[config.mk]
export PLATFORM = sky130hd
export DESIGN_NAME = irq_gen
export DESIGN_NICKNAME = d
export VERILOG_FILES = /design/src/design/irq_gen.sv
export SDC_FILE = /design/constraint.sdc
export NUM_CORES = 1
export LEC_CHECK = 0
export BUFFER_PORTS_ARGS = -buffer_cell sky130_fd_sc_hd__buf_4
export CAP_MARGIN = 20
export CORE_AREA = 10 10 47 49
export CTS_BUF_LIST = sky130_fd_sc_hd__clkbuf_4
export CTS_CLUSTER_DIAMETER = 40
export CTS_CLUSTER_SIZE = 10
export DETAILED_ROUTE_END_ITERATION = 6
export DIE_AREA = 0 0 57 59
export PLACE_DENSITY = 0.3
export SYNTH_ARGS = -nofsm -noshare
export SYNTH_HDL_FRONTEND = slang
export SYNTH_SLANG_ARGS = --single-unit
[constraint.sdc]
create_clock -name clk -period 1.6 [get_ports clk]
set_input_delay 0.32 -clock clk [delete_from_list [all_inputs] [get_ports clk]]
set_output_delay 0.32 -clock clk [all_outputs]
set_load 0.01 [all_outputs]
[src/design/irq_gen.sv]
module irq_gen (
    input  logic clk,
    input  logic rst,
    input  logic lvbl,       // Low during vertical blank
    input  logic v8,         // Line counter bit 8
    input  logic dip_pause,  // High means running
    input  logic iack,
    output logic int1,
    output logic int2
);
    logic lvbl_l;
    logic v8_l;
    logic vbl_fall;
    logic v8_rise;

    assign vbl_fall = lvbl_l && !lvbl;
    assign v8_rise  = v8 && !v8_l;

    always_ff @(posedge clk or posedge rst) begin
        if (rst) begin
            lvbl_l <= 1'b0;
            v8_l   <= 1'b1;
            int1   <= 1'b0;
            int2   <= 1'b0;
        end else begin
            lvbl_l <= lvbl;
            v8_l   <= v8;
            // Acknowledge beats a new edge in the same cycle
            if (iack) begin
                int1 <= 1'b0;
                int2 <= 1'b0;
            end else if (dip_pause) begin
                if (vbl_fall) int1 <= 1'b1;
                if (v8_rise)  int2 <= 1'b1;  // Line 256
            end
        end
    end
endmodule

==> results.toml <==
[yosys]
yosys_warnings = 0
synth_area_per_cell_sq_um = 12.5
synth_nets = 17
syn_area_sq_um = 138
yosysSeqAreaShare = 0.736
syn_inst = 11
synth-seq-cells = 4
synthDistinctLibCells = 5

[cells_and_area]
synthToLayoutAreaGrowth_pct = 81.8
diodes = 0
post-route-util = 0.179
drive_gt1_frac = 0.522
fin_nets = 30

[sta]
rsz0062_at_grt = "false"
setup_tns_ns = 0
worst_slew_pin_slew_ns = 0.144
max_freq_mhz = 925
finalCriticalPeriod_ns = 1.08
slew_headroom = 0.904
setup_ws_ns = 0.518
hold_viol = 0
fin_crit_sh = 0.676
setup_violations = 0
worst_clock_skew_ns = 0.0123
maxSlewViolCount = 0

[drt]
drc_errors = 0
num_vias = 119
viasPerCell = 3.05
drtIter0Drc = 6
drtAntennaViolNets = 0
post_drt_wl_per_cell_microns = 9.18
first_pass_iters = 3
wl_microns = 358

[floorplan]
fp.dieH_microns = 59
die-area_sq_um = 3360
io_pins = 8
die_w_microns = 57
start_util = 0.0982
core-area_sq_um = 1400
rows = 14

[setup_path]
cp.required_ns = 1.28
crit_family = "flip-flops"
slowest_stage = "dfrtp_1"
max_stage_delay_ns = 0.37
path_cells = "buf_4"
path_class = "register to output port"
setup.worst_path.start_class = "register"
r2r_start = "v8_l$_DFF_PP1_"
cp_max_fo = 2
startpoint = "int2$_DFFE_PP0P_"
crit_buf_inv = 1
critPathCaptureType = "output port"
critPathArrivalTime_ns = 0.76

[run]
cap_violations = 0

[global_routing]
gr-total-overflow = 0
grt_pass1_vias = 142
antenna_found_initial = 0
grt_first_pass_wirelength_microns = 614
grtUsageTotal = 0.0294
grt_max_degree = 5

[min_path]
hold_path_startpoint = "lvbl"
hold_class = "input port to register"

[pwr]
leakage_nw = 0.120
p_per_area_nw_per_um2 = 1150
ir_worst_vdd_mv = 0.455

[clock_network]
worst_skew_pair.late_latency_ns = 0.24
cts_setup_buffers = 0
clock-sinks = 4
htreeDepth = 1
cts.path.max_buffers = 2
clkTransAtPathRegs_ns = 0.04
cts_tree = "built"
clock_tree.root_cell = "clkbuf_4"
post_cts_resized = 0
cts_inserted_buffers = 3

[placed_design]
pre_cts_ws_ns = 0.773
gp_congestion = 0.665
portBuffers = 7

[status]
outcome = "finished, final reports clean"
## cells in the final DEF, fill, tap and decap left out, drive strengths merged
cell type	n
buf	7
dfstp	1
dfrtp	3
clkbuf	4
inv	3
dlygate4sd3	1
a21oi	2
nand3b	2
## layer usage
layer / track usage / share of wire
met2: 0.0155 / 0.21
met3: 0.0601 / 0.31
met5: 0 / 0
met4: 0.0201 / 0.025
met1: 0.0285 / 0.45
## flip-flops by register name, indices dropped and copies added (netlist names)
signal  cells
int1        1
int2        1
lvbl_l      1
v8_l        1
## metrics by stage
| stage | cell area, sq um | cells | power [mW] | hold WS, ns |
|---|---|---|---|---|
| after global routing | 250 | 39 | 0.314 | 0.187 |
| after CTS | 250 | 39 | 0.297 | 0.196 |
| after global placement | 210 | 34 | 0.133 | 0.215 |
| after floorplan | 138 | 11 | 0.117 | 0.0854 |
| final | 250 | 39 | 0.288 | 0.206 |
| after detailed placement | 210 | 34 | 0.134 | 0.219 |
## power breakdown
part	switching, mW	total, mW	internal [mW]
logic	0.00918	0.0241	0.0150
registers	0.00193	0.110	0.108
clock network	0.0439	0.155	0.111
total	0.0550	0.288	0.233
## worst paths after layout
| path | slack [ns] | cells after the start | to |
|---|---|---|---|
| max | 0.52 | 1 | int2 |
| min | 0.21 | 1 | lvbl_l$_DFF_PP0_ |
| max reg2reg | 0.84 | 2 | int2$_DFFE_PP0P_ |
| min reg2reg | 0.51 | 2 | int2$_DFFE_PP0P_ |
| max in group asynchronous | 0.85 | 3 | v8_l$_DFF_PP1_ |
| min in group asynchronous | 0.52 | 3 | int1$_DFFE_PP0P_ |
## cell usage after synthesis
library cell,n,area share
inv_1,3,0.082
a21oi_1,2,0.073
dfstp_2,1,0.19
nand3b_1,2,0.11
dfrtp_1,3,0.55
## area by class of cell
class / count / area, sq um
fill: 161 / 1150
timing repair buffer: 8 / 62.6
sequential: 4 / 101
tap: 16 / 20.0
multi-input combinational: 4 / 25.0
clock buffer: 4 / 30.0
inverter: 3 / 11.3
## logic make-up (layout without fill, tap and decap cells)
kind of cell,Yosys count,after routing,synth area share
AOI/OAI and AO/OA,2,2,0.0727
buffers and inverters,3,15,0.0818
DFF,4,4,0.736
and+or+nand+nor,2,2,0.109
## what timing repair did
| item | CTS | global route |
|---|---|---|
| hold buffers | 1 | 0 |
| endpoints found under the hold margin | 3 | 0 |
| endpoints found under the setup margin | 0 | 0 |
Note: power is estimated with default switching activity, not from simulation.
