<file path="config.mk">
export PLATFORM = sky130hd
export DESIGN_NAME = bus_arbiter_flat
export DESIGN_NICKNAME = d
export VERILOG_FILES = /design/src/design/main_ctrl_pkg.sv /design/src/design/main_bus_pkg.sv /design/src/design/main_bus_if.sv /design/src/design/bus_arbiter.sv /design/src/flat_wrapper.sv
export VERILOG_INCLUDE_DIRS = /design/src /design/src/design
export SDC_FILE = /design/constraint.sdc
export NUM_CORES = 1
export LEC_CHECK = 0
export ABC_AREA = 1
export BUFFER_PORTS_ARGS = -buffer_cell sky130_fd_sc_hd__buf_2
export CAP_MARGIN = 0
export CORE_MARGIN = 3
export CORE_UTILIZATION = 38
export CTS_CLUSTER_SIZE = 8
export DETAILED_ROUTE_END_ITERATION = 10
export HOLD_SLACK_MARGIN = 0.15
export PLACE_DENSITY = 0.81
export SLEW_MARGIN = 20
export SYNTH_ARGS = -nofsm -noshare
export SYNTH_HDL_FRONTEND = slang
export SYNTH_SLANG_ARGS = --single-unit
export TNS_END_PERCENT = 30
</file>
<file path="constraint.sdc">
create_clock -name clk -period 1.9 [get_ports clk]
set_input_delay 0.19 -clock clk [delete_from_list [all_inputs] [get_ports clk]]
set_output_delay 0.19 -clock clk [all_outputs]
set_load 0.005 [all_outputs]
</file>
<file path="src/design/main_defines.svh">
`ifndef MAIN_DEFINES_SVH
`define MAIN_DEFINES_SVH

// Bus geometry
`define MAIN_AW 16  // Word address bits
`define MAIN_DW 16  // Data bits, two byte lanes

// Work RAM depth given as a word index width
`define RAM_AW 10

// Extra cycles an I/O access holds ack low
// Long enough for the sound CPU to catch its NMI
`define IO_WAIT 8

`endif
</file>
<file path="src/design/main_ctrl_pkg.sv">
package main_ctrl_pkg;

    // Bus ownership
    typedef enum logic [1:0] {
        IDLE,
        CPU_OWN,
        MCU_OWN
    } arb_state_e;

    // Slave side of one access
    typedef enum logic [1:0] {
        WAIT_REQ,
        STRETCH,   // I/O wait running
        ACK_HI
    } acc_state_e;

endpackage

</file>
<file path="src/design/main_bus_pkg.sv">
`include "main_defines.svh"

package main_bus_pkg;

    typedef logic [`MAIN_AW-1:0] addr_t;      // Word address
    typedef logic [`MAIN_DW-1:0] data_t;
    typedef logic [1:0]          be_t;        // Bit 1 is the upper lane, like UDS
    typedef logic [`RAM_AW-1:0]  ram_addr_t;  // Work RAM word index

    // Top three address bits pick the region
    typedef enum logic [2:0] {
        NONE_R = 3'd0,  // Unmapped, reads back all ones
        SCRL_R = 3'd4,
        IO_R   = 3'd5,
        RAM_R  = 3'd7
    } region_e;

endpackage

</file>
<file path="src/design/main_bus_if.sv">
// One four-phase req/ack transaction on the main bus
interface main_bus_if;
    import main_bus_pkg::*;

    // Master to slave, stable while req is high
    logic  req;
    logic  we;
    be_t   be;
    addr_t addr;
    data_t wdata;

    // Slave to master
    logic  ack;
    data_t rdata;  // Valid while ack is high

    modport master (
        output req, we, be, addr, wdata,
        input  ack, rdata
    );

    modport slave (
        input  req, we, be, addr, wdata,
        output ack, rdata
    );
endinterface

</file>
<file path="src/design/bus_arbiter.sv">
module bus_arbiter (
    input  logic                clk,
    input  logic                rst,
    // 68000 side
    input  logic                cpu_req,
    input  logic                cpu_we,
    input  main_bus_pkg::be_t   cpu_be,
    input  main_bus_pkg::addr_t cpu_addr,
    input  main_bus_pkg::data_t cpu_wdata,
    output logic                cpu_ack,
    output main_bus_pkg::data_t cpu_rdata,
    // Protection MCU DMA side
    input  logic                mcu_req,
    input  logic                mcu_we,
    input  main_bus_pkg::be_t   mcu_be,
    input  main_bus_pkg::addr_t mcu_addr,
    input  main_bus_pkg::data_t mcu_wdata,
    output logic                mcu_ack,
    output main_bus_pkg::data_t mcu_rdata,
    main_bus_if.master          bus
);
    import main_ctrl_pkg::*;

    arb_state_e state_q;
    arb_state_e state_d;
    logic       own_req;   // Live req of the current owner
    logic       next_req;  // Live req of the owner for next cycle
    logic       bus_free;

    always_comb begin
        case (state_q)
            CPU_OWN: own_req = cpu_req;
            MCU_OWN: own_req = mcu_req;
            default: own_req = 1'b0;
        endcase
    end

    // Four-phase cycle fully unwound on both sides
    assign bus_free = !own_req && !bus.req && !bus.ack;

    always_comb begin
        state_d = state_q;
        if (bus_free) begin
            if (mcu_req)
                state_d = MCU_OWN;  // Bus requests win ties
            else if (cpu_req)
                state_d = CPU_OWN;
            else
                state_d = IDLE;
        end
    end

    assign next_req = (state_d == MCU_OWN) ? mcu_req :
                      (state_d == CPU_OWN) ? cpu_req : 1'b0;

    //////////////////////////////////////////////////
    // Registered request stage
    always_ff @(posedge clk or posedge rst) begin
        if (rst) begin
            state_q <= IDLE;
            bus.req <= 1'b0;
        end else begin
            state_q <= state_d;
            // A fresh req waits for the slave to drop ack
            bus.req <= next_req && (bus.req || !bus.ack);
        end
    end

    always_ff @(posedge clk) begin
        bus.we    <= (state_d == MCU_OWN) ? mcu_we    : cpu_we;
        bus.be    <= (state_d == MCU_OWN) ? mcu_be    : cpu_be;
        bus.addr  <= (state_d == MCU_OWN) ? mcu_addr  : cpu_addr;
        bus.wdata <= (state_d == MCU_OWN) ? mcu_wdata : cpu_wdata;
    end

    // Masked by bus.req so the owner sees ack fall one cycle after its req
    assign cpu_ack   = (state_q == CPU_OWN) && bus.ack && bus.req;
    assign mcu_ack   = (state_q == MCU_OWN) && bus.ack && bus.req;
    assign cpu_rdata = (state_q == CPU_OWN) ? bus.rdata : '0;
    assign mcu_rdata = (state_q == MCU_OWN) ? bus.rdata : '0;
endmodule

</file>
<file path="src/flat_wrapper.sv">
// flat-port wrapper written by rule: the top's interface ports become plain ports
module bus_arbiter_flat import main_ctrl_pkg::*;
  (clk, rst, cpu_req, cpu_we, cpu_be, cpu_addr, cpu_wdata, cpu_ack, cpu_rdata, mcu_req, mcu_we, mcu_be, mcu_addr, mcu_wdata, mcu_ack, mcu_rdata, bus_req, bus_we, bus_be, bus_addr, bus_wdata, bus_ack, bus_rdata);
  main_bus_if bus_i ();
  input  logic clk;
  input  logic rst;
  input  logic cpu_req;
  input  logic cpu_we;
  input  main_bus_pkg::be_t cpu_be;
  input  main_bus_pkg::addr_t cpu_addr;
  input  main_bus_pkg::data_t cpu_wdata;
  output logic cpu_ack;
  output main_bus_pkg::data_t cpu_rdata;
  input  logic mcu_req;
  input  logic mcu_we;
  input  main_bus_pkg::be_t mcu_be;
  input  main_bus_pkg::addr_t mcu_addr;
  input  main_bus_pkg::data_t mcu_wdata;
  output logic mcu_ack;
  output main_bus_pkg::data_t mcu_rdata;
  output wire logic [$bits(bus_i.req)-1:0] bus_req;
  output wire logic [$bits(bus_i.we)-1:0] bus_we;
  output wire logic [$bits(bus_i.be)-1:0] bus_be;
  output wire logic [$bits(bus_i.addr)-1:0] bus_addr;
  output wire logic [$bits(bus_i.wdata)-1:0] bus_wdata;
  input wire logic [$bits(bus_i.ack)-1:0] bus_ack;
  input wire logic [$bits(bus_i.rdata)-1:0] bus_rdata;
  assign bus_req = bus_i.req;
  assign bus_we = bus_i.we;
  assign bus_be = bus_i.be;
  assign bus_addr = bus_i.addr;
  assign bus_wdata = bus_i.wdata;
  assign bus_i.ack = bus_ack;
  assign bus_i.rdata = bus_rdata;
  bus_arbiter u_core (.clk(clk), .rst(rst), .cpu_req(cpu_req), .cpu_we(cpu_we), .cpu_be(cpu_be), .cpu_addr(cpu_addr), .cpu_wdata(cpu_wdata), .cpu_ack(cpu_ack), .cpu_rdata(cpu_rdata), .mcu_req(mcu_req), .mcu_we(mcu_we), .mcu_be(mcu_be), .mcu_addr(mcu_addr), .mcu_wdata(mcu_wdata), .mcu_ack(mcu_ack), .mcu_rdata(mcu_rdata), .bus(bus_i));
endmodule
</file>
==> metrics.yaml <==
fin_crit_sh_pct: 90.8
crit_type: "reg -> reg"
grt_max_degree: 36
clk_pin_slew_ns: 0.07
grt_usage_pct: 27.2
min_period_ns: 1.73
ir_worst_vdd_mv: 0.591
drive_gt1_share_pct: 37.4
dp_hpwl_um: 4260
wl_per_cell_um: 14.5
outcome: "completed"
tns_ns: 0
layout_commonest_cell: "buf_2"
antenna_found_initial: 0
fillerInstances: 325
diodes: 0
worst_slew_pin_slew_ns: 0.285
initial_core_util_pct: 40.6
synth_area_leaders: "dfxtp_1, nand2_1, nand3_1"
path_delay_family: "simple AND/OR/NAND/NOR gates"
fin_util_pct: 75.3
clock_latency_ns: 0.28
hold_ws_ns: 0.158
drtIter0Drc: 173
gp_congestion: 0.755
die_x_um: 75.3
cts_max_level: 2
core_mm2: 0.00450
cp.arrival_ns: 1.90
finalNonFillerCells: 538
worst_path_max_delay_cell: "dfrtp_1"
hold_class: "in -> reg"
fmax_mhz: 579
mostFrequentLayoutCells: "buf_2, nand2_1, dlygate4sd3_1, inv_1, nand3_1"
yosys.area.top_type: "dfxtp_1"
die-area_mm2: 0.00568
finalHoldViolations: 0
slowest_delay_ns: 0.39
cts-root-buf: "clkbuf_8"
post_cts.repair.setup_buffers: 0
timing.slew.headroom_pct: 81.0
syn-num-nets: 352
io_buffers: 160
rsz0062_at_grt: "false"
cts_sinks: 38
yosys.area.top_type_share_pct: 38.4
clockBufferDepth: 2
vias_per_cell: 4.72
die_h_um: 75.3
via_count: 2539
crit_chain: "inv_1, ha_1, nand2_2, nand2_2, nand2_4, nand3b_1, nand2_4, nand2_8, nand2_1, nand2_1"
r2r_slack_ns: 0.17
drtPass1Iterations: 5
pin_count: 161
maxCapViolations: 0
drt-total-wl_um: 7810
grt_pass1_wl_um: 11600
syn_area_mm2: 0.00183
critical_path_buf_inv_count: 1
overflow: 0
cts_tree: "done"
synth.distinct_cells: 17
worstPathMaxFanout: 35
worstSetupEndpointType: "register"
p_per_area_mw_per_mm2: 886
yosysSeqAreaShare_pct: 42.5
start_kind: "register"
cts_buffers: 5
power.leakage_nw: 2.14
setup_violations: 0
yosys_warnings: 0
rows: 24
syn_avg_cell_area_um2: 7.05
syn_inst: 259
ant_nets: 0
areaGrowthSynthToFinish_pct: 85.6
cp.required_ns: 2.07
dp_cells: 461
ys_ff_latch: 38
grt_pass1_vias: 2464
finalClockSkew_ns: 0.00318
drc: 0
maxSlewViolCount: 0
finish.net_count: 578
==> worst paths after layout <==
check | from | end | cells past startpoint
max reg2reg | u_core.state_q[0] | u_core.bus.wdata[10] | 10
max in group asynchronous | rst | u_core.state_q[1] | 3
min in group asynchronous | rst | u_core.bus.req | 3
min reg2reg | u_core.state_q[0] | u_core.state_q[0] | 2
min | mcu_wdata[3] | u_core.bus.wdata[3] | 3
max | u_core.state_q[0] | u_core.bus.wdata[10] | 10
==> state kept, by name, summed over array words and instances, names as in the netlist <==
name	flops
u_core.state_q	2
u_core.bus.wdata	16
u_core.bus.be	2
u_core.bus.we	1
u_core.bus.addr	16
u_core.bus.req	1
==> synth_stat cells <==
cell / instances
nand2_1: 109
inv_1: 40
nand3_1: 40
dfxtp_1: 35
buf_6: 5
nand2_4: 5
nand2_2: 4
nor2_1: 4
buf_4: 3
buf_8: 3
dfrtp_1: 3
clkbuf_1: 2
ha_1: 2
a21oi_1: 1
buf_12: 1
nand3b_1: 1
nor2_2: 1
==> worst min-delay path, cell delays in order <==
cell	delay, ns
buf_2	0.09
nand3_1	0.07
nand2_1	0.06
==> report_power, final <==
| group | switching, mW | internal, mW |
|---|---|---|
| registers | 0.0795 | 1.01 |
| clock network | 0.283 | 0.292 |
| logic | 0.744 | 0.592 |
==> per-layer routing <==
metal	track usage [%]	part of all wire (%)	up-vias
li1	-	-	1220
met1	28.2	34	1122
met2	48.2	51	159
met3	7.12	9.7	38
met4	17.5	5.3	0
met5	0	0	-
==> timing repair <==
action                                  in CTS  in global routing
endpoints found under the hold margin       38                  0
resized for setup                            0                  1
hold buffers                                69                  0
endpoints found under the setup margin       0                  1
==> logic make-up after synthesis <==
| group | after synthesis | share of synthesized area (%) |
|---|---|---|
| AO/OA/AOI/OAI | 1 | 0.274 |
| AND/OR/NAND/NOR | 164 | 39.4 |
| flip-flops | 38 | 42.5 |
| adder cells (fa/ha/maj) | 2 | 1.37 |
| buffers and inverters | 54 | 16.5 |
==> stage by stage <==
step	setup slack [ns]	instance area (um2)	total power, mW
after global placement	0.271	2600	2.22
after CTS	0.163	3380	2.94
after floorplan	0.311	1830	1.84
after global routing	0.0590	3390	3.22
final	0.174	3390	3.00
after detailed placement	0.176	2600	2.25
==> final cells by class <==
class                           count  area (um2)  share of cell area (%)
Clock inverter                      2        12.5                   0.369
Inverter                           40         150                    4.43
Timing Repair Buffer              233        1550                    45.6
Clock buffer                        6        82.6                    2.44
Sequential cell                    38         776                    22.9
Tap cell                           52        65.1                    1.92
Multi-Input combinational cell    167         758                    22.4
Power figures use the tool's default switching activity.
