$ cat config.mk
export PLATFORM = sky130hd
export DESIGN_NAME = main_decoder_flat
export DESIGN_NICKNAME = d
export VERILOG_FILES = /design/src/design/main_ctrl_pkg.sv /design/src/design/main_bus_pkg.sv /design/src/design/main_bus_if.sv /design/src/design/main_decoder.sv /design/src/flat_wrapper.sv
export VERILOG_INCLUDE_DIRS = /design/src /design/src/design
export SDC_FILE = /design/constraint.sdc
export NUM_CORES = 1
export LEC_CHECK = 0
export ABC_AREA = 1
export BUFFER_PORTS_ARGS = -buffer_cell sky130_fd_sc_hd__buf_2
export CORE_MARGIN = 5
export CORE_UTILIZATION = 42
export CTS_BUF_LIST = sky130_fd_sc_hd__clkbuf_16
export CTS_CLUSTER_SIZE = 40
export DETAILED_ROUTE_END_ITERATION = 7
export PLACE_DENSITY = 0.88
export REMOVE_ABC_BUFFERS = 1
export SLEW_MARGIN = 20
export SYNTH_ARGS = -nofsm -noshare
export SYNTH_HDL_FRONTEND = slang
export SYNTH_SLANG_ARGS = --single-unit
$ cat constraint.sdc
create_clock -name clk -period 2 [get_ports clk]
set_clock_uncertainty 0.15 [all_clocks]
set_input_delay 0.2 -clock clk [delete_from_list [all_inputs] [get_ports clk]]
set_output_delay 0.2 -clock clk [all_outputs]
set_load 0.02 [all_outputs]
$ cat src/design/main_defines.svh
`ifndef MAIN_DEFINES_SVH
`define MAIN_DEFINES_SVH

// Bus geometry
`define MAIN_AW 16  // Word address bits
`define MAIN_DW 16  // Data bits, two byte lanes

// Work RAM depth given as a word index width
`define RAM_AW 10

// Extra cycles an I/O access holds ack low
// Long enough for the sound CPU to catch its NMI
`define IO_WAIT 8

`endif
$ cat src/design/main_ctrl_pkg.sv
package main_ctrl_pkg;

    // Bus ownership
    typedef enum logic [1:0] {
        IDLE,
        CPU_OWN,
        MCU_OWN
    } arb_state_e;

    // Slave side of one access
    typedef enum logic [1:0] {
        WAIT_REQ,
        STRETCH,   // I/O wait running
        ACK_HI
    } acc_state_e;

endpackage

$ cat src/design/main_bus_pkg.sv
`include "main_defines.svh"

package main_bus_pkg;

    typedef logic [`MAIN_AW-1:0] addr_t;      // Word address
    typedef logic [`MAIN_DW-1:0] data_t;
    typedef logic [1:0]          be_t;        // Bit 1 is the upper lane, like UDS
    typedef logic [`RAM_AW-1:0]  ram_addr_t;  // Work RAM word index

    // Top three address bits pick the region
    typedef enum logic [2:0] {
        NONE_R = 3'd0,  // Unmapped, reads back all ones
        SCRL_R = 3'd4,
        IO_R   = 3'd5,
        RAM_R  = 3'd7
    } region_e;

endpackage

$ cat src/design/main_bus_if.sv
// One four-phase req/ack transaction on the main bus
interface main_bus_if;
    import main_bus_pkg::*;

    // Master to slave, stable while req is high
    logic  req;
    logic  we;
    be_t   be;
    addr_t addr;
    data_t wdata;

    // Slave to master
    logic  ack;
    data_t rdata;  // Valid while ack is high

    modport master (
        output req, we, be, addr, wdata,
        input  ack, rdata
    );

    modport slave (
        input  req, we, be, addr, wdata,
        output ack, rdata
    );
endinterface

$ cat src/design/main_decoder.sv
`include "main_defines.svh"

module main_decoder (
    input  logic                    clk,
    input  logic                    rst,
    main_bus_if.slave               bus,
    // Work RAM
    output main_bus_pkg::be_t       ram_we,
    output main_bus_pkg::ram_addr_t ram_addr,
    output main_bus_pkg::data_t     ram_wdata,
    input  main_bus_pkg::data_t     ram_rdata,
    // Cabinet and DIP
    input  logic [5:0]              joystick1,
    input  logic [5:0]              joystick2,
    input  logic [1:0]              start_button,
    input  logic [1:0]              coin_input,
    input  logic [7:0]              dipsw_a,
    input  logic [7:0]              dipsw_b,
    // Special and scroll registers
    output logic                    flip,
    output logic                    scr_bank,
    output logic [7:0]              snd_latch,
    output logic                    snd_nmi,
    output main_bus_pkg::data_t     scr1_hpos,
    output main_bus_pkg::data_t     scr1_vpos,
    output logic [8:0]              scr2_hpos,
    output logic [8:0]              scr2_vpos
);
    import main_bus_pkg::*;
    import main_ctrl_pkg::*;

    localparam int CNT_W = $clog2(`IO_WAIT + 1);

    acc_state_e       state;
    logic [CNT_W-1:0] wait_cnt;
    region_e          region;
    logic             accept;  // Request taken this cycle
    logic             wr_up;
    logic             wr_lo;
    logic             io_up;   // Upper-lane I/O write

    always_comb begin
        case (bus.addr[`MAIN_AW-1 -: 3])
            3'd7:    region = RAM_R;
            3'd5:    region = IO_R;
            3'd4:    region = SCRL_R;
            default: region = NONE_R;
        endcase
    end

    assign accept = (state == WAIT_REQ) && bus.req;
    assign wr_up  = accept && bus.we && bus.be[1];
    assign wr_lo  = accept && bus.we && bus.be[0];
    assign io_up  = wr_up && (region == IO_R);

    //////////////////////////////////////////////////
    // Ack sequencer, I/O holds ack off like DTACK
    always_ff @(posedge clk or posedge rst) begin
        if (rst) begin
            state    <= WAIT_REQ;
            wait_cnt <= '0;
            bus.ack  <= 1'b0;
        end else begin
            case (state)
                WAIT_REQ: if (accept) begin
                    if (region == IO_R) begin
                        state    <= STRETCH;
                        wait_cnt <= CNT_W'(`IO_WAIT - 1);
                    end else begin
                        state   <= ACK_HI;
                        bus.ack <= 1'b1;
                    end
                end
                STRETCH: if (wait_cnt == '0) begin
                    state   <= ACK_HI;
                    bus.ack <= 1'b1;
                end else begin
                    wait_cnt <= wait_cnt - 1'b1;
                end
                default: if (!bus.req) begin
                    state   <= WAIT_REQ;
                    bus.ack <= 1'b0;
                end
            endcase
        end
    end

    assign ram_addr  = bus.addr[`RAM_AW-1:0];
    assign ram_wdata = bus.wdata;
    assign ram_we    = {wr_up, wr_lo} & {2{region == RAM_R}};

    //////////////////////////////////////////////////
    // Scroll positions, layer 2 keeps 9 bits
    always_ff @(posedge clk or posedge rst) begin
        if (rst) begin
            scr1_hpos <= '0;
            scr1_vpos <= '0;
            scr2_hpos <= '0;
            scr2_vpos <= '0;
        end else if (region == SCRL_R) begin
            case (bus.addr[1:0])
                2'd0: begin
                    if (wr_up) scr1_hpos[15:8] <= bus.wdata[15:8];
                    if (wr_lo) scr1_hpos[7:0]  <= bus.wdata[7:0];
                end
                2'd1: begin
                    if (wr_up) scr1_vpos[15:8] <= bus.wdata[15:8];
                    if (wr_lo) scr1_vpos[7:0]  <= bus.wdata[7:0];
                end
                2'd2: begin
                    if (wr_up) scr2_hpos[8]   <= bus.wdata[8];
                    if (wr_lo) scr2_hpos[7:0] <= bus.wdata[7:0];
                end
                default: begin
                    if (wr_up) scr2_vpos[8]   <= bus.wdata[8];
                    if (wr_lo) scr2_vpos[7:0] <= bus.wdata[7:0];
                end
            endcase
        end
    end

    // Special registers all qualify on the upper strobe, as on the PCB
    always_ff @(posedge clk or posedge rst) begin
        if (rst) begin
            flip     <= 1'b0;
            scr_bank <= 1'b0;
            snd_nmi  <= 1'b0;
        end else begin
            snd_nmi <= io_up && bus.addr[0];  // One-cycle pulse
            if (io_up && !bus.addr[0]) begin
                flip     <= bus.wdata[8];
                scr_bank <= bus.wdata[2];
            end
        end
    end

    always_ff @(posedge clk) begin
        if (io_up && bus.addr[0]) snd_latch <= bus.wdata[7:0];  // Sound code
    end

    //////////////////////////////////////////////////
    // Read data
    always_comb begin
        case (region)
            RAM_R:   bus.rdata = ram_rdata;
            IO_R:    bus.rdata = bus.addr[0] ? {dipsw_b, dipsw_a} :
                                 {coin_input[0], coin_input[1],
                                  start_button[0], start_button[1],
                                  joystick1[3:0], joystick1[4], joystick1[5],
                                  joystick2[3:0], joystick2[4], joystick2[5]};
            SCRL_R: begin
                case (bus.addr[1:0])
                    2'd0:    bus.rdata = scr1_hpos;
                    2'd1:    bus.rdata = scr1_vpos;
                    2'd2:    bus.rdata = {7'd0, scr2_hpos};
                    default: bus.rdata = {7'd0, scr2_vpos};
                endcase
            end
            default: bus.rdata = '1;  // Open bus
        endcase
    end
endmodule

$ cat src/flat_wrapper.sv
// flat-port wrapper written by rule: the top's interface ports become plain ports
module main_decoder_flat import main_bus_pkg::*; import main_ctrl_pkg::*;
  (clk, rst, ram_we, ram_addr, ram_wdata, ram_rdata, joystick1, joystick2, start_button, coin_input, dipsw_a, dipsw_b, flip, scr_bank, snd_latch, snd_nmi, scr1_hpos, scr1_vpos, scr2_hpos, scr2_vpos, bus_req, bus_we, bus_be, bus_addr, bus_wdata, bus_ack, bus_rdata);
  main_bus_if bus_i ();
  input  logic clk;
  input  logic rst;
  output main_bus_pkg::be_t ram_we;
  output main_bus_pkg::ram_addr_t ram_addr;
  output main_bus_pkg::data_t ram_wdata;
  input  main_bus_pkg::data_t ram_rdata;
  input  logic [5:0] joystick1;
  input  logic [5:0] joystick2;
  input  logic [1:0] start_button;
  input  logic [1:0] coin_input;
  input  logic [7:0] dipsw_a;
  input  logic [7:0] dipsw_b;
  output logic flip;
  output logic scr_bank;
  output logic [7:0] snd_latch;
  output logic snd_nmi;
  output main_bus_pkg::data_t scr1_hpos;
  output main_bus_pkg::data_t scr1_vpos;
  output logic [8:0] scr2_hpos;
  output logic [8:0] scr2_vpos;
  input wire logic [$bits(bus_i.req)-1:0] bus_req;
  input wire logic [$bits(bus_i.we)-1:0] bus_we;
  input wire logic [$bits(bus_i.be)-1:0] bus_be;
  input wire logic [$bits(bus_i.addr)-1:0] bus_addr;
  input wire logic [$bits(bus_i.wdata)-1:0] bus_wdata;
  output wire logic [$bits(bus_i.ack)-1:0] bus_ack;
  output wire logic [$bits(bus_i.rdata)-1:0] bus_rdata;
  assign bus_i.req = bus_req;
  assign bus_i.we = bus_we;
  assign bus_i.be = bus_be;
  assign bus_i.addr = bus_addr;
  assign bus_i.wdata = bus_wdata;
  assign bus_ack = bus_i.ack;
  assign bus_rdata = bus_i.rdata;
  main_decoder u_core (.clk(clk), .rst(rst), .bus(bus_i), .ram_we(ram_we), .ram_addr(ram_addr), .ram_wdata(ram_wdata), .ram_rdata(ram_rdata), .joystick1(joystick1), .joystick2(joystick2), .start_button(start_button), .coin_input(coin_input), .dipsw_a(dipsw_a), .dipsw_b(dipsw_b), .flip(flip), .scr_bank(scr_bank), .snd_latch(snd_latch), .snd_nmi(snd_nmi), .scr1_hpos(scr1_hpos), .scr1_vpos(scr1_vpos), .scr2_hpos(scr2_hpos), .scr2_vpos(scr2_vpos));
endmodule
==> flow_summary.ini <==
[pwr]
ir_worst_vdd_uv = 444
leakage_nw = 3.02
p_per_area_nw_per_um2 = 722

[timing]
final.setup.worst_slack_ns = 0.216
fin_crit_ns = 1.78
worst_pin_slew_ns = 0.342
hold_viol_final = 0
drv_slew = 0
rsz0062_at_grt = no
finalSetupViolCount = 0
max_slew_margin_pct = 77.2
fmax_ghz = 0.560
fin_crit_sh_pct = 89.2

[setup_path]
crit_path_max_fanout = 5
crit_buf_inv = 1
end_kind = primary output
startpoint_type = flip-flop
cpPeakStageDelay_ns = 0.44
cp_slowest_cell = dfrtp_1
cp_cell_sequence = nor2_4 -> nand3_4 -> nor2_1 -> buf_2
path_delay_family = simple AND/OR/NAND/NOR gates
worstPathRequired_ns = 1.65
arrival_ns = 1.43
critPathKind = flip-flop to primary output

[synthesis]
muxShareOfSynthArea_pct = 0
synth-seq-cells = 68
synthCells = 542
syn-cell-area_sq_um = 3970
synth_area_per_cell_sq_um = 7.32
synth_adder_area_share_pct = 0.315
synth_top_family_by_area = simple AND/OR/NAND/NOR gates
yosys.area_share.simple_pct = 42.4
synth_cell_type_count = 24
ys_warn_count = 0
synthXorXnorAreaFrac_pct = 0
synth-compound-area-share_pct = 3.53
seq_area_frac_synth_pct = 43.9

[global_routing]
grt_overflow_total = 0
gr-usage-all-layers_pct = 21.0
antenna_found_initial = 0
grt_pass1_wl_um = 19200
grt_pass1_vias = 3906
grt_start_max_net_pins = 61

[routing]
ant_nets = 0
wirelength_um = 12200
vias_per_cell = 4.92
firstDrtPassIters = 4
routedWlPerCell_um = 14.6
drt_iter0_drc = 300
drcViolationCount = 0
vias = 4115

[placed_design]
pre_cts_slack_ns = 0.307
place.port_buffers = 172
dpl.hpwl_um = 9290
gp_congestion = 0.864

[cts]
cts_tree = done
numCtsBuffers = 9
cts.root.buffer_cell = clkbuf_16
clk_pin_slew_ns = 0.05
cts_htree_levels = 3
clockBufferDepth = 2
cts.sinks = 68
clk_latency_ns = 0.33

[layout]
final_util_pct = 55.7
syn_to_final_growth_pct = 29.8
drive_gt1_share_pct = 32.6
antenna_cells = 0
final_nets = 790

[die]
die_w_um = 107
fp.dieH_um = 107
std_cell_rows = 35
boundaryPins = 192
die-area_sq_um = 11500
core_sq_um = 9240
start_util_pct = 42.9

[flow_run]
drv_cap = 0

[status]
status = finished clean

[hold_path]
hold_path_class = input port to flip-flop
power by group:
part           internal [mW]  switching (mW)  leakage (nW)
registers               1.50          0.0824         0.888
clock network          0.817           0.559         0.127
logic                  0.269           0.490          2.01
logic make-up after synthesis:
kind of cell | after synthesis
flops | 68
buf+inv | 65
fa+ha+maj | 1
simple gates | 381
compound gates | 27
cell type report:
type | count | area (sq um)
fill | 863 | 4090
multi-input combinational | 409 | 1840
sequential | 68 | 1740
timing repair buffer | 192 | 1060
clock buffer | 9 | 225
tap | 129 | 161
inverter | 23 | 88.8
clock inverter | 7 | 33.8
per-layer routing:
metal,track usage [%],vias to the layer above,share of wire (%)
met1,25.5,1904,41
met3,5.06,27,7.9
met5,0,-,0
li1,-,2012,-
met2,35.3,172,49
met4,9.13,0,2.8
flip-flops by register name (all words and copies together) (netlist names):
| signal | cells |
|---|---|
| u_core.bus.ack | 1 |
| u_core.flip | 1 |
| u_core.scr1_hpos | 16 |
| u_core.scr1_vpos | 16 |
| u_core.scr2_hpos | 9 |
| u_core.scr2_vpos | 9 |
| u_core.scr_bank | 1 |
| u_core.snd_latch | 8 |
| u_core.snd_nmi | 1 |
| u_core.state | 2 |
| u_core.wait_cnt | 4 |
per-stage QoR:
stage               hold slack (ns)  instance area, sq um  power (mW)  instances  TNS, ns
finish                      0.00950                  5150        3.72        837        0
global route                0.00987                  5150        3.89        837        0
CTS                         0.00251                  5150        3.73        837        0
detailed placement            0.138                  4800        2.35        812        0
global placement              0.130                  4800        2.33        812        0
floorplan                     0.149                  3660        1.99        500    -1.40
cells in the mapped netlist (all sizes together):
cell    number  share of area, %
o211a        1              0.25
o21ai       26               3.3
nand2      281                28
nand3       55               7.6
clkbuf       4              0.38
nand4        5              0.79
edfxtp       8               6.1
dfrtp       60                38
buf         38               7.3
inv         23               2.2
nor4         1              0.16
ha           1              0.32
nor2        39               5.8
placed cells by master, fill, tap and decap left out, types with 5 or more instances in the layout:
cell type        n
nand2_1        270
buf_2          172
dfrtp_1         60
nand3_1         53
nor2_1          27
o21ai_0         26
inv_1           14
clkbuf_16        9
dlygate4sd3_1    9
buf_4            9
nor2_4           8
inv_2            8
edfxtp_1         8
nand2_4          6
nand2_2          5
nand4_1          5
worst paths after layout:
check / startpoint / to / slack [ns] / cells after the start
max: u_core.state[1] / ram_we[1] / 0.22 / 4
min: bus_wdata[6] / u_core.snd_latch[6] / 0.009 / 1
max reg2reg: u_core.state[1] / u_core.snd_latch[5] / 0.30 / 4
min reg2reg: u_core.scr1_hpos[10] / u_core.scr1_hpos[10] / 0.34 / 2
max in group asynchronous: rst / u_core.scr1_hpos[7] / 1.09 / 4
min in group asynchronous: rst / u_core.snd_nmi / 0.32 / 4
timing repair:
item	4_1_cts	5_1_grt
endpoints found under the setup margin	0	0
buffers inserted	0	0
resized for setup	0	0
hold buffers	9	0
endpoints found under the hold margin	75	0
No activity file was read; power rests on OpenSTA's default activity.
